--- src/hdl/bex_pkg.sv ---
`default_nettype none

package bex_pkg;

  ////////////////////////////////////////
  // Widths
  ////////////////////////////////////////

  // Width of every data word and operand
  localparam int unsigned XLEN = 32;

  // Register index into a 32-entry register file
  typedef logic [4:0] rf_addr_t;

  ////////////////////////////////////////
  // Encodings
  ////////////////////////////////////////

  // Operation carried by each instruction
  typedef enum logic [2:0] {
    OP_ADD = 3'd0,
    OP_SUB = 3'd1,
    OP_AND = 3'd2,
    OP_XOR = 3'd3,
    OP_LW  = 3'd4,
    OP_SW  = 3'd5
  } op_e;

  // Result of the protected region check on a load or store
  typedef enum logic {
    MPU_OK    = 1'b0,
    MPU_FAULT = 1'b1
  } mpu_status_e;

  ////////////////////////////////////////
  // Pipeline records
  ////////////////////////////////////////

  // Instruction as it enters the execute stage
  typedef struct packed {
    op_e             op;
    rf_addr_t        rd;
    logic [XLEN-1:0] operand_a;
    logic [XLEN-1:0] operand_b;
  } instr_t;

  // EX/MEM register contents
  // The rf_we bit is already low for stores and for rd zero
  typedef struct packed {
    logic            instr_valid;
    logic            rf_we;
    logic            lsu_load;
    logic            lsu_store;
    rf_addr_t        rd;
    logic [XLEN-1:0] alu_result;
    logic [XLEN-1:0] mem_addr;
    logic [XLEN-1:0] mem_wdata;
    mpu_status_e     mpu_status;
  } ex_mem_pipe_t;

  // MEM/WB register contents
  // Load data travels beside this record straight from the RAM
  typedef struct packed {
    logic            instr_valid;
    logic            rf_we;
    logic            lsu_en;
    rf_addr_t        rd;
    logic [XLEN-1:0] rf_wdata;
    mpu_status_e     mpu_status;
  } mem_wb_pipe_t;

endpackage

`default_nettype wire

--- src/hdl/bex_data_ram.sv ---
`timescale 1ns/10ps
`default_nettype none

module bex_data_ram import bex_pkg::*;
#(
  parameter int unsigned RAM_DEPTH = 64
) (
  input  logic                         clk,
  input  logic                         en_i,
  input  logic                         we_i,
  input  logic [$clog2(RAM_DEPTH)-1:0] addr_i,
  input  logic [XLEN-1:0]              wdata_i,
  output logic [XLEN-1:0]              rdata_o
);

  ////////////////////////////////////////
  // Storage
  ////////////////////////////////////////

  // One word per entry with no reset on the contents
  logic [XLEN-1:0] mem_q [RAM_DEPTH];
  logic [XLEN-1:0] rdata_q;

  // Single port access
  // The read register captures the old word when a write hits the same entry
  always_ff @(posedge clk) begin
    if (en_i) begin
      if (we_i) begin
        mem_q[addr_i] <= wdata_i;
      end
      rdata_q <= mem_q[addr_i];
    end
  end

  // Read data appears one cycle after the enabled access
  assign rdata_o = rdata_q;

endmodule

`default_nettype wire

--- src/hdl/bex_ex_stage.sv ---
`timescale 1ns/10ps
`default_nettype none

module bex_ex_stage import bex_pkg::*;
#(
  parameter int unsigned RAM_DEPTH = 64,
  parameter int unsigned PROT_BASE = 48
) (
  input  logic         clk,
  input  logic         rst_n_i,
  input  logic         instr_valid_i,
  input  instr_t       instr_i,
  output ex_mem_pipe_t ex_mem_pipe_o
);

  // Word address width of the data RAM
  // RAM_DEPTH is taken to be a power of two so the slice below is the modulo
  localparam int unsigned AW = $clog2(RAM_DEPTH);

  logic [XLEN-1:0] alu_result;
  logic [AW-1:0]   word_addr;
  logic [XLEN-1:0] mem_addr;
  logic            is_load;
  logic            is_store;
  logic            rf_we;
  mpu_status_e     mpu_status;
  ex_mem_pipe_t    ex_mem_pipe_q;

  ////////////////////////////////////////
  // Decode and ALU
  ////////////////////////////////////////

  assign is_load  = (instr_i.op == OP_LW);
  assign is_store = (instr_i.op == OP_SW);

  always_comb begin
    case (instr_i.op)
      OP_SUB:  alu_result = instr_i.operand_a - instr_i.operand_b;
      OP_AND:  alu_result = instr_i.operand_a & instr_i.operand_b;
      OP_XOR:  alu_result = instr_i.operand_a ^ instr_i.operand_b;
      // Loads and stores ignore the ALU result so they share the adder path
      default: alu_result = instr_i.operand_a + instr_i.operand_b;
    endcase
  end

  // Stores never write the register file and neither does destination zero
  assign rf_we = !is_store && (instr_i.rd != '0);

  ////////////////////////////////////////
  // Address and region check
  ////////////////////////////////////////

  // Operand A wraps onto the data RAM as a word address
  assign word_addr = instr_i.operand_a[AW-1:0];
  assign mem_addr  = XLEN'(word_addr);

  // Everything from PROT_BASE upward is protected
  // Only memory accesses can fault
  assign mpu_status = ((is_load || is_store) && (mem_addr >= XLEN'(PROT_BASE))) ?
                      MPU_FAULT : MPU_OK;

  ////////////////////////////////////////
  // EX/MEM register
  ////////////////////////////////////////

  always_ff @(posedge clk) begin
    if (!rst_n_i) begin
      ex_mem_pipe_q.instr_valid <= 1'b0;
      ex_mem_pipe_q.rf_we       <= 1'b0;
      ex_mem_pipe_q.lsu_load    <= 1'b0;
      ex_mem_pipe_q.lsu_store   <= 1'b0;
      ex_mem_pipe_q.mpu_status  <= MPU_OK;
    end else begin
      // Control bits are qualified by the strobe every cycle
      ex_mem_pipe_q.instr_valid <= instr_valid_i;
      ex_mem_pipe_q.rf_we       <= instr_valid_i && rf_we;
      ex_mem_pipe_q.lsu_load    <= instr_valid_i && is_load;
      ex_mem_pipe_q.lsu_store   <= instr_valid_i && is_store;
      ex_mem_pipe_q.mpu_status  <= mpu_status;
      // Payload only moves when an instruction is accepted
      if (instr_valid_i) begin
        ex_mem_pipe_q.rd         <= instr_i.rd;
        ex_mem_pipe_q.alu_result <= alu_result;
        ex_mem_pipe_q.mem_addr   <= mem_addr;
        ex_mem_pipe_q.mem_wdata  <= instr_i.operand_b;
      end
    end
  end

  assign ex_mem_pipe_o = ex_mem_pipe_q;

  // The memory stage would issue a read and a write at once otherwise
  a_load_store_exclusive : assert property (
    @(posedge clk) disable iff (!rst_n_i)
    !(ex_mem_pipe_q.lsu_load && ex_mem_pipe_q.lsu_store)
  );

endmodule

`default_nettype wire

--- src/hdl/bex_mem_stage.sv ---
`timescale 1ns/10ps
`default_nettype none

module bex_mem_stage import bex_pkg::*;
#(
  parameter int unsigned RAM_DEPTH = 64
) (
  input  logic            clk,
  input  logic            rst_n_i,
  input  ex_mem_pipe_t    ex_mem_pipe_i,
  output mem_wb_pipe_t    mem_wb_pipe_o,
  output logic [XLEN-1:0] lsu_rdata_o
);

  localparam int unsigned AW = $clog2(RAM_DEPTH);

  logic            ram_en;
  logic            ram_we;
  logic [AW-1:0]   ram_addr;
  logic            access_ok;
  mem_wb_pipe_t    mem_wb_pipe_q;

  ////////////////////////////////////////
  // Data RAM access
  ////////////////////////////////////////

  assign access_ok = (ex_mem_pipe_i.mpu_status == MPU_OK);

  // A faulted store is dropped here and never reaches the array
  assign ram_we = ex_mem_pipe_i.instr_valid && ex_mem_pipe_i.lsu_store && access_ok;

  // Loads read even when faulted since write-back discards the data
  assign ram_en = ram_we || (ex_mem_pipe_i.instr_valid && ex_mem_pipe_i.lsu_load);

  // Upper address bits are always zero after the wrap in execute
  assign ram_addr = ex_mem_pipe_i.mem_addr[AW-1:0];

  bex_data_ram #(
    .RAM_DEPTH (RAM_DEPTH)
  ) i_data_ram (
    .clk     (clk),
    .en_i    (ram_en),
    .we_i    (ram_we),
    .addr_i  (ram_addr),
    .wdata_i (ex_mem_pipe_i.mem_wdata),
    .rdata_o (lsu_rdata_o)
  );

  ////////////////////////////////////////
  // MEM/WB register
  ////////////////////////////////////////

  always_ff @(posedge clk) begin
    if (!rst_n_i) begin
      mem_wb_pipe_q.instr_valid <= 1'b0;
      mem_wb_pipe_q.rf_we       <= 1'b0;
      mem_wb_pipe_q.lsu_en      <= 1'b0;
      mem_wb_pipe_q.mpu_status  <= MPU_OK;
    end else begin
      mem_wb_pipe_q.instr_valid <= ex_mem_pipe_i.instr_valid;
      mem_wb_pipe_q.rf_we       <= ex_mem_pipe_i.rf_we;
      // Write-back takes its data from the RAM for loads
      mem_wb_pipe_q.lsu_en      <= ex_mem_pipe_i.lsu_load;
      mem_wb_pipe_q.mpu_status  <= ex_mem_pipe_i.mpu_status;
      if (ex_mem_pipe_i.instr_valid) begin
        mem_wb_pipe_q.rd       <= ex_mem_pipe_i.rd;
        mem_wb_pipe_q.rf_wdata <= ex_mem_pipe_i.alu_result;
      end
    end
  end

  assign mem_wb_pipe_o = mem_wb_pipe_q;

  // Every RAM write belongs to an unfaulted instruction that retires next cycle
  a_no_faulted_write : assert property (
    @(posedge clk) disable iff (!rst_n_i)
    ram_we |=> (mem_wb_pipe_q.instr_valid && (mem_wb_pipe_q.mpu_status == MPU_OK))
  );

endmodule

`default_nettype wire

--- src/hdl/bex_top.sv ---
`timescale 1ns/10ps
`default_nettype none

module bex_top import bex_pkg::*;
#(
  parameter int unsigned RAM_DEPTH = 64,
  parameter int unsigned PROT_BASE = 48
) (
  input  logic            clk,
  input  logic            rst_n_i,

  // Instruction strobe with no back-pressure
  input  logic            instr_valid_i,
  input  instr_t          instr_i,

  // Write-back outputs, two cycles after the strobe
  output logic            rf_we_o,
  output rf_addr_t        rf_waddr_o,
  output logic [XLEN-1:0] rf_wdata_o,
  output logic            wb_valid_o,
  output logic            lsu_fault_o
);

  ex_mem_pipe_t    ex_mem_pipe;
  mem_wb_pipe_t    mem_wb_pipe;
  logic [XLEN-1:0] lsu_rdata;

  ////////////////////////////////////////
  // Pipeline stages
  ////////////////////////////////////////

  // Execute owns the region check and needs both parameters
  bex_ex_stage #(
    .RAM_DEPTH (RAM_DEPTH),
    .PROT_BASE (PROT_BASE)
  ) i_ex_stage (
    .clk           (clk),
    .rst_n_i       (rst_n_i),
    .instr_valid_i (instr_valid_i),
    .instr_i       (instr_i),
    .ex_mem_pipe_o (ex_mem_pipe)
  );

  // Memory passes the depth on to its RAM
  bex_mem_stage #(
    .RAM_DEPTH (RAM_DEPTH)
  ) i_mem_stage (
    .clk           (clk),
    .rst_n_i       (rst_n_i),
    .ex_mem_pipe_i (ex_mem_pipe),
    .mem_wb_pipe_o (mem_wb_pipe),
    .lsu_rdata_o   (lsu_rdata)
  );

  bex_wb_stage i_wb_stage (
    .clk           (clk),
    .rst_n_i       (rst_n_i),
    .mem_wb_pipe_i (mem_wb_pipe),
    .lsu_rdata_i   (lsu_rdata),
    .rf_we_o       (rf_we_o),
    .rf_waddr_o    (rf_waddr_o),
    .rf_wdata_o    (rf_wdata_o),
    .wb_valid_o    (wb_valid_o),
    .lsu_fault_o   (lsu_fault_o)
  );

endmodule

`default_nettype wire

--- src/hdl/bex_wb_stage.sv ---
`timescale 1ns/10ps
`default_nettype none

module bex_wb_stage import bex_pkg::*;
(
  // Clock and reset only clock the assertion below
  input  logic            clk,
  input  logic            rst_n_i,

  // MEM/WB register and the RAM data beside it
  input  mem_wb_pipe_t    mem_wb_pipe_i,
  input  logic [XLEN-1:0] lsu_rdata_i,

  // Register file write port
  output logic            rf_we_o,
  output rf_addr_t        rf_waddr_o,
  output logic [XLEN-1:0] rf_wdata_o,

  // Retirement and fault flags
  output logic            wb_valid_o,
  output logic            lsu_fault_o
);

  logic fault;

  assign fault = (mem_wb_pipe_i.mpu_status == MPU_FAULT);

  ////////////////////////////////////////
  // Register file write
  ////////////////////////////////////////

  // A protection fault blocks the write even when rf_we came through
  assign rf_we_o    = mem_wb_pipe_i.instr_valid && mem_wb_pipe_i.rf_we && !fault;
  assign rf_waddr_o = mem_wb_pipe_i.rd;

  // Loads return RAM data and everything else returns the ALU result
  assign rf_wdata_o = mem_wb_pipe_i.lsu_en ? lsu_rdata_i : mem_wb_pipe_i.rf_wdata;

  ////////////////////////////////////////
  // Retirement
  ////////////////////////////////////////

  // One strobe per instruction, faulted ones included
  assign wb_valid_o = mem_wb_pipe_i.instr_valid;

  // Only loads and stores can carry a fault status
  assign lsu_fault_o = mem_wb_pipe_i.instr_valid && fault;

  // A register write retires an instruction whose destination execute found nonzero
  a_we_retires : assert property (
    @(posedge clk) disable iff (!rst_n_i)
    rf_we_o |-> (wb_valid_o && (rf_waddr_o != '0) && !lsu_fault_o)
  );

endmodule

`default_nettype wire

--- config.mk ---
export PLATFORM = sky130hd
export DESIGN_NAME = bex_top
export DESIGN_NICKNAME = d
export VERILOG_FILES = /design/src/hdl/bex_pkg.sv /design/src/hdl/bex_data_ram.sv /design/src/hdl/bex_ex_stage.sv /design/src/hdl/bex_mem_stage.sv /design/src/hdl/bex_top.sv /design/src/hdl/bex_wb_stage.sv
export SDC_FILE = /design/constraint.sdc
export NUM_CORES = 2
export LEC_CHECK = 0
export BUFFER_PORTS_ARGS = -buffer_cell sky130_fd_sc_hd__buf_4
export CAP_MARGIN = 20
export CORE_ASPECT_RATIO = 1.5
export CORE_MARGIN = 4
export CORE_UTILIZATION = 63
export CTS_CLUSTER_SIZE = 10
export DETAILED_ROUTE_END_ITERATION = 16
export MAX_ROUTING_LAYER = met4
export PLACE_DENSITY = 0.8
export SETUP_SLACK_MARGIN = 0.02
export SLEW_MARGIN = 40
export SYNTH_ARGS = -nofsm -noshare
export SYNTH_HDL_FRONTEND = slang
export SYNTH_SLANG_ARGS = --single-unit
--- constraint.sdc ---
create_clock -name clk -period 4.5 [get_ports clk]
set_input_delay 0.45 -clock clk [delete_from_list [all_inputs] [get_ports clk]]
set_output_delay 0.45 -clock clk [all_outputs]
set_load 0.005 [all_outputs]
=== Word-level counts from Yosys, hierarchy flattened ===
Memory sizes are Yosys's and may differ from the RTL's. A register that Yosys moved wholly into a read port is not among the register bits.
Index checks and enable logic that the tools add are counted.

* $mul: 0
* $lt $le $gt $ge: 1
* Shifts and indexed selects: 0
* Multiplexer cells: 6
* Equality and inequality tests: 5
* Divide/modulo/power cells: 0
* Bitwise logic cells: 3
* Reductions and logical operators: 18
* Add/sub/neg operators: 2

{| class="wikitable"
|+ Operators with widths
! operator !! number
|-
| $pmux 32 s3 || 1
|-
| $add 32x32->32 || 1
|-
| $and 32x32->32 || 1
|-
| $mux 32 || 1
|-
| $sub 32x32->32 || 1
|-
| $xor 32x32->32 || 1
|-
| $logic_and 1x1->1 || 11
|-
| $eq 3x2->1 const B || 2
|-
| $eq 3x3->1 const B || 2
|-
| $ge 6x6->1 const B || 1
|-
| $reduce_bool 5->1 || 1
|-
| $mux 1 || 4
|-
| $reduce_and 2->1 || 2
|-
| $eq 3x1->1 const B || 1
|-
| $logic_not 1->1 || 2
|-
| $logic_or 1x1->1 || 2
|-
| $not 1->1 || 1
|}

* Latch bits: 0
* Register bits: 121
* Output and inout bits: 40
* Memory bits (writable): 2048
* Input bits: 75
* Word-level logic and storage cells: 51
* Memories kept: 1
* Bits in read-only memories: 0

{| class="wikitable"
|+ Memory list
! name !! depth !! bits a word !! read ports !! clocked after Yosys merged registers in !! write ports !! line !! text
|-
| i_mem_stage.i_data_ram.mem_q || 64 || 32 || 1 || 1 || 1 || bex_data_ram.sv:21 || <nowiki>logic [XLEN-1:0] mem_q [RAM_DEPTH];</nowiki>
|}

=== Logic depth before layout (Yosys ltp) ===
* Depth in word-level cells: 5
* Gate-level depth with buffers: 17
* Depth with buffers taken out: 16

=== By module ===
A second synthesis with hierarchy kept.

* Cells, all modules: 5207
* Area, all modules: 88055.7 µm²

{| class="wikitable"
|+ Modules (own cells, without submodules)
! module !! sequential area each (µm²) !! cells an instance !! area each (µm²) !! instances
|-
| bex_data_ram || 62459.9 || 4520 || 80225.7 || 1
|-
| bex_ex_stage || 2352.3 || 594 || 5983.2 || 1
|-
| bex_mem_stage || 1191.1 || 49 || 1242.4 || 1
|-
| bex_wb_stage || 0.0 || 44 || 604.3 || 1
|}

=== Worst setup path after synthesis ===
Ideal clock, no wire load.

* Path kind: in2reg
* From: input instr_i[69] (netlist name)
* To: register i_ex_stage.ex_mem_pipe_q, in the netlist i_ex_stage.ex_mem_pipe_o[88], data pin
* Arrival: 3.534 ns
* Cell stages on the path: 14
* Setup slack: 0.710 ns
* Buffers on the path: 3
* Setup time: 0.256 ns
* Required time: 4.244 ns
* Cell sequence: clkbuf_1 or3b_2 clkbuf_1 clkbuf_1 o41ai_1 xor2_1 ha_1 a21oi_1 nand2b_1 o21ai_0 a21oi_1 o21ba_2 or3_1 a31o_2

* Longest elaborated chain between the ends: 2
* Elaborated cells on any way between the ends: 4
* Classes of those cells: eq/ne (3); mux (1)

{| class="wikitable"
|+ RTL lines
! element !! line !! text
|-
| start: declaration || bex_top.sv:14 || <nowiki>input instr_t instr_i,</nowiki>
|-
| $eq 3x2->1 or $eq 3x1->1 (tied branches) || bex_ex_stage.sv:37 || <nowiki>case (instr_i.op)</nowiki>
|-
| $pmux 32 s3 (*) || bex_ex_stage.sv:37 ||
|-
| named net i_ex_stage.alu_result[23] || bex_ex_stage.sv:20 || <nowiki>logic [XLEN-1:0] alu_result;</nowiki>
|-
| end: declaration || bex_ex_stage.sv:27 || <nowiki>ex_mem_pipe_t ex_mem_pipe_q;</nowiki>
|}

The timed path passes the listed nets; every way through them passes the cells marked *.
A chain may end at the register's enable or synchronous reset.

==> flow_summary.json <==
{
  "final_max_slew_viol_count": 0,
  "cellPowerDensity_nw_per_um2": 435.5,
  "cts_tree": "yes",
  "routed_wl_um": 298300,
  "grt-ovfl-total": 0,
  "initial_utilization": 0.6326,
  "worstSkewPairLatency_ns": 0.92,
  "grt_max_degree": 85,
  "cts_num_sinks": 2201,
  "dp_hpwl_um": 176500,
  "syn_nets": 5068,
  "final_common_cell": "edfxtp_1",
  "period_minus_slack_ns": 4.130,
  "final_layout_size_suffix_gt1_frac": 0.2415,
  "worstPathMaxFanout": 25,
  "drc": 0,
  "hold_buffers": 49,
  "synth_top_area_cell": "edfxtp_1",
  "startpoint_type": "register",
  "r2r_cells": 11,
  "cts_setup_buffers": 0,
  "synth_top_cell_area_share": 0.7545,
  "critPathKind": "register to register",
  "synth_top_family_by_area": "compound AO/OA/AOI/OAI gates",
  "path_buf_inv": 5,
  "synth_compound_area_frac": 0.09145,
  "routedWlPerCell_um": 40.70,
  "ir_worst_vdd_v": 0.0004047,
  "die_area_um2": 144600,
  "setup_tns_ns": 0,
  "via_count": 56060,
  "synthMuxAreaShare": 0.08527,
  "holdPathStages": 4,
  "nets": 5615,
  "cp_data_arrival_time_ns": 4.73,
  "synth_xor_area_frac": 0.005522,
  "synth_edf_count": 2192,
  "crit_required_ns": 5.10,
  "ctsResizeCount": 0,
  "synthAdderAreaFrac": 0.009409,
  "numCtsBuffers": 238,
  "netlist_top_cells_area": "edfxtp_1 75%, mux4_2 3.3%, a221oi_1 3.1%",
  "drt.antenna.violating_nets": 0,
  "holdCritStartpoint": "instr_i[47]",
  "cpMostUsedCell": "buf_12",
  "final_util": 0.7346,
  "grt_pass1_vias": 55190,
  "worstSetupEndpointType": "register",
  "hold_viol_final": 0,
  "drtIter0Drc": 10880,
  "ys_seq_area_frac": 0.7566,
  "synth_area_per_cell_um2": 17.70,
  "finalSetupViolCount": 0,
  "rsz0062_at_grt": "false",
  "cts_root_buf": "clkbuf_16",
  "slowest_stage": "a221oi_1",
  "syn_inst": 4928,
  "r2r_slack_ns": 0.37,
  "final.period_utilization": 0.9178,
  "slew-limit-headroom": 0.2383,
  "grt.total_usage": 0.4259,
  "crit_chain": "buf_12 -> buf_4 -> nor2_4 -> buf_12 -> buf_12 -> a21oi_1 -> nor2_1 -> a221oi_1 -> o221ai_1 -> buf_4 -> or4_1",
  "io_pins": 115,
  "yosys_register_bits": 2201,
  "fill_cells": 7414,
  "most-common-layout-cells": "2192 x edfxtp_1, 454 x buf_4, 309 x a221oi_1, 238 x clkbuf_16, 223 x mux2_2",
  "rr_startpoint": "i_ex_stage.ex_mem_pipe_o[34]",
  "rr_endpoint": "i_mem_stage.i_data_ram.rdata_o[16]",
  "status": "finished, final reports clean",
  "fmax_mhz": 242.1,
  "max_slew.worst_pin.slew_ns": 1.143,
  "synth.distinct_cells": 75,
  "critical_path.top_delay_family": "compound AO/OA/AOI/OAI gates",
  "holdCritPathClass": "input port to register",
  "yosys.area_share.simple": 0.02993,
  "area_delta_synth_final_pct": 16.13,
  "ys_async_sr_fraction": 0,
  "dieHeight_um": 463.8,
  "vias_per_cell": 7.649,
  "coreArea_um2": 137900,
  "port_buffers": 114,
  "worstHoldEndpoint": "i_ex_stage.ex_mem_pipe_o[80]",
  "grt_first_pass_wirelength_um": 417900,
  "grt_antenna_before_repair": 36,
  "cts.clk_slew.worst_paths_ns": 0.06,
  "drt-pass1-iter-count": 8,
  "netlist_area_um2": 87240,
  "cp_slowest_stage_delay_ns": 0.88,
  "maxCapViolCount": 0,
  "fin_skew_ns": 0.08465,
  "clockBufferDepth": 3,
  "gp_congestion": 1.076,
  "cts_htree_levels": 4,
  "rows": 167,
  "synthFlopType": "edfxtp_1",
  "die_x_um": 311.8,
  "p_leak_nw": 33.31,
  "yosysWarnings": 0
}
## per-stage QoR
stage	std cells	hold slack (ns)	power [mW]	instance area [um^2]	setup slack [ns]
2_1_floorplan	4928	0.4003	25.14	87240	0.7099
3_3_place_gp	6938	0.4010	26.89	93740	0.2357
3_5_place_dp	6954	0.4052	27.00	94000	0.3193
4_1_cts	7287	0.07226	43.74	101000	0.6470
5_1_grt	7323	0.1275	44.99	101300	0.3074
6_report	7328	0.1078	44.12	101300	0.3700
## kinds of logic after synthesis
logic type      count (synthesis)
compound gates               1116
xor+xnor                       55
fa+ha+maj                      65
buf+inv                       351
flops                        2201
mux                           554
simple gates                  586
## registers in the layout (all words and copies together) (netlist names)
register                        cells
i_ex_stage.ex_mem_pipe_o           80
i_mem_stage.i_data_ram.mem_q     2048
i_mem_stage.i_data_ram.rdata_o     32
i_mem_stage.mem_wb_pipe_o          41
## routing by layer
layer,share of wire,routed length [um],GRT usage,up-vias
met1,0.29,85280,0.4805,27060
met4,0.11,33100,0.3438,0
li1,-,-,-,21190
met3,0.16,47420,0.1526,1750
met2,0.44,132500,0.6142,6057
met5,0,0,-,-
## report_power, final
group	internal (mW)	switching (mW)	leakage, nW
sequential	22.8	0.0516	19.8
clock	9.50	7.68	3.15
combinational	1.32	2.82	10.3
total	33.6	10.5	33.3
## tightest hold or removal path, stage by stage
cell      delay [ns]
buf_4           0.09
ha_1            0.11
a211oi_1        0.10
a21oi_1         0.11
## area by class of cell
cell class | count | area [um^2] | share of cell area
inverter | 18 | 77.57 | 0.0007657
antenna | 35 | 87.58 | 0.0008645
sequential | 2201 | 66000 | 0.6515
multi-input combinational | 2376 | 19990 | 0.1973
timing repair buffer | 640 | 6412 | 0.06330
clock buffer | 268 | 6078 | 0.06000
tap | 1774 | 2220 | 0.02191
clock inverter | 16 | 444.2 | 0.004384
## cell usage after synthesis, types with 16 or more instances
cell and count:
buf_1 25, buf_4 41, or4_1 16, a221o_1 27, nor2b_1 18, nor2_1 274, o221ai_1 18, mux2i_1 193
o22ai_1 94, a22o_1 32, nand3_1 21, xnor2_1 27, nand2_1 155, o21ai_0 150, mux2_2 223, xor2_1 28
a211oi_1 23, o211ai_1 16, mux4_2 127, edfxtp_1 2192, buf_6 37, ha_1 64, buf_2 115, clkbuf_1 114
a21oi_1 224, a22oi_1 119, a221oi_1 312
## worst max path at each step
stage,start,to,slack [ns],cells past startpoint
after global placement,instr_i[0],i_ex_stage.ex_mem_pipe_o[96],0.24,17
final,i_ex_stage.ex_mem_pipe_o[34],i_mem_stage.i_data_ram.rdata_o[16],0.37,11
after global routing,instr_i[1],i_ex_stage.ex_mem_pipe_o[96],0.31,18
after CTS,instr_i[0],i_ex_stage.ex_mem_pipe_o[96],0.65,18
after detailed placement,instr_i[0],i_ex_stage.ex_mem_pipe_o[94],0.32,16
after floorplan,instr_i[69],i_ex_stage.ex_mem_pipe_o[88],0.71,14
No activity file was read; power rests on OpenSTA's default activity.
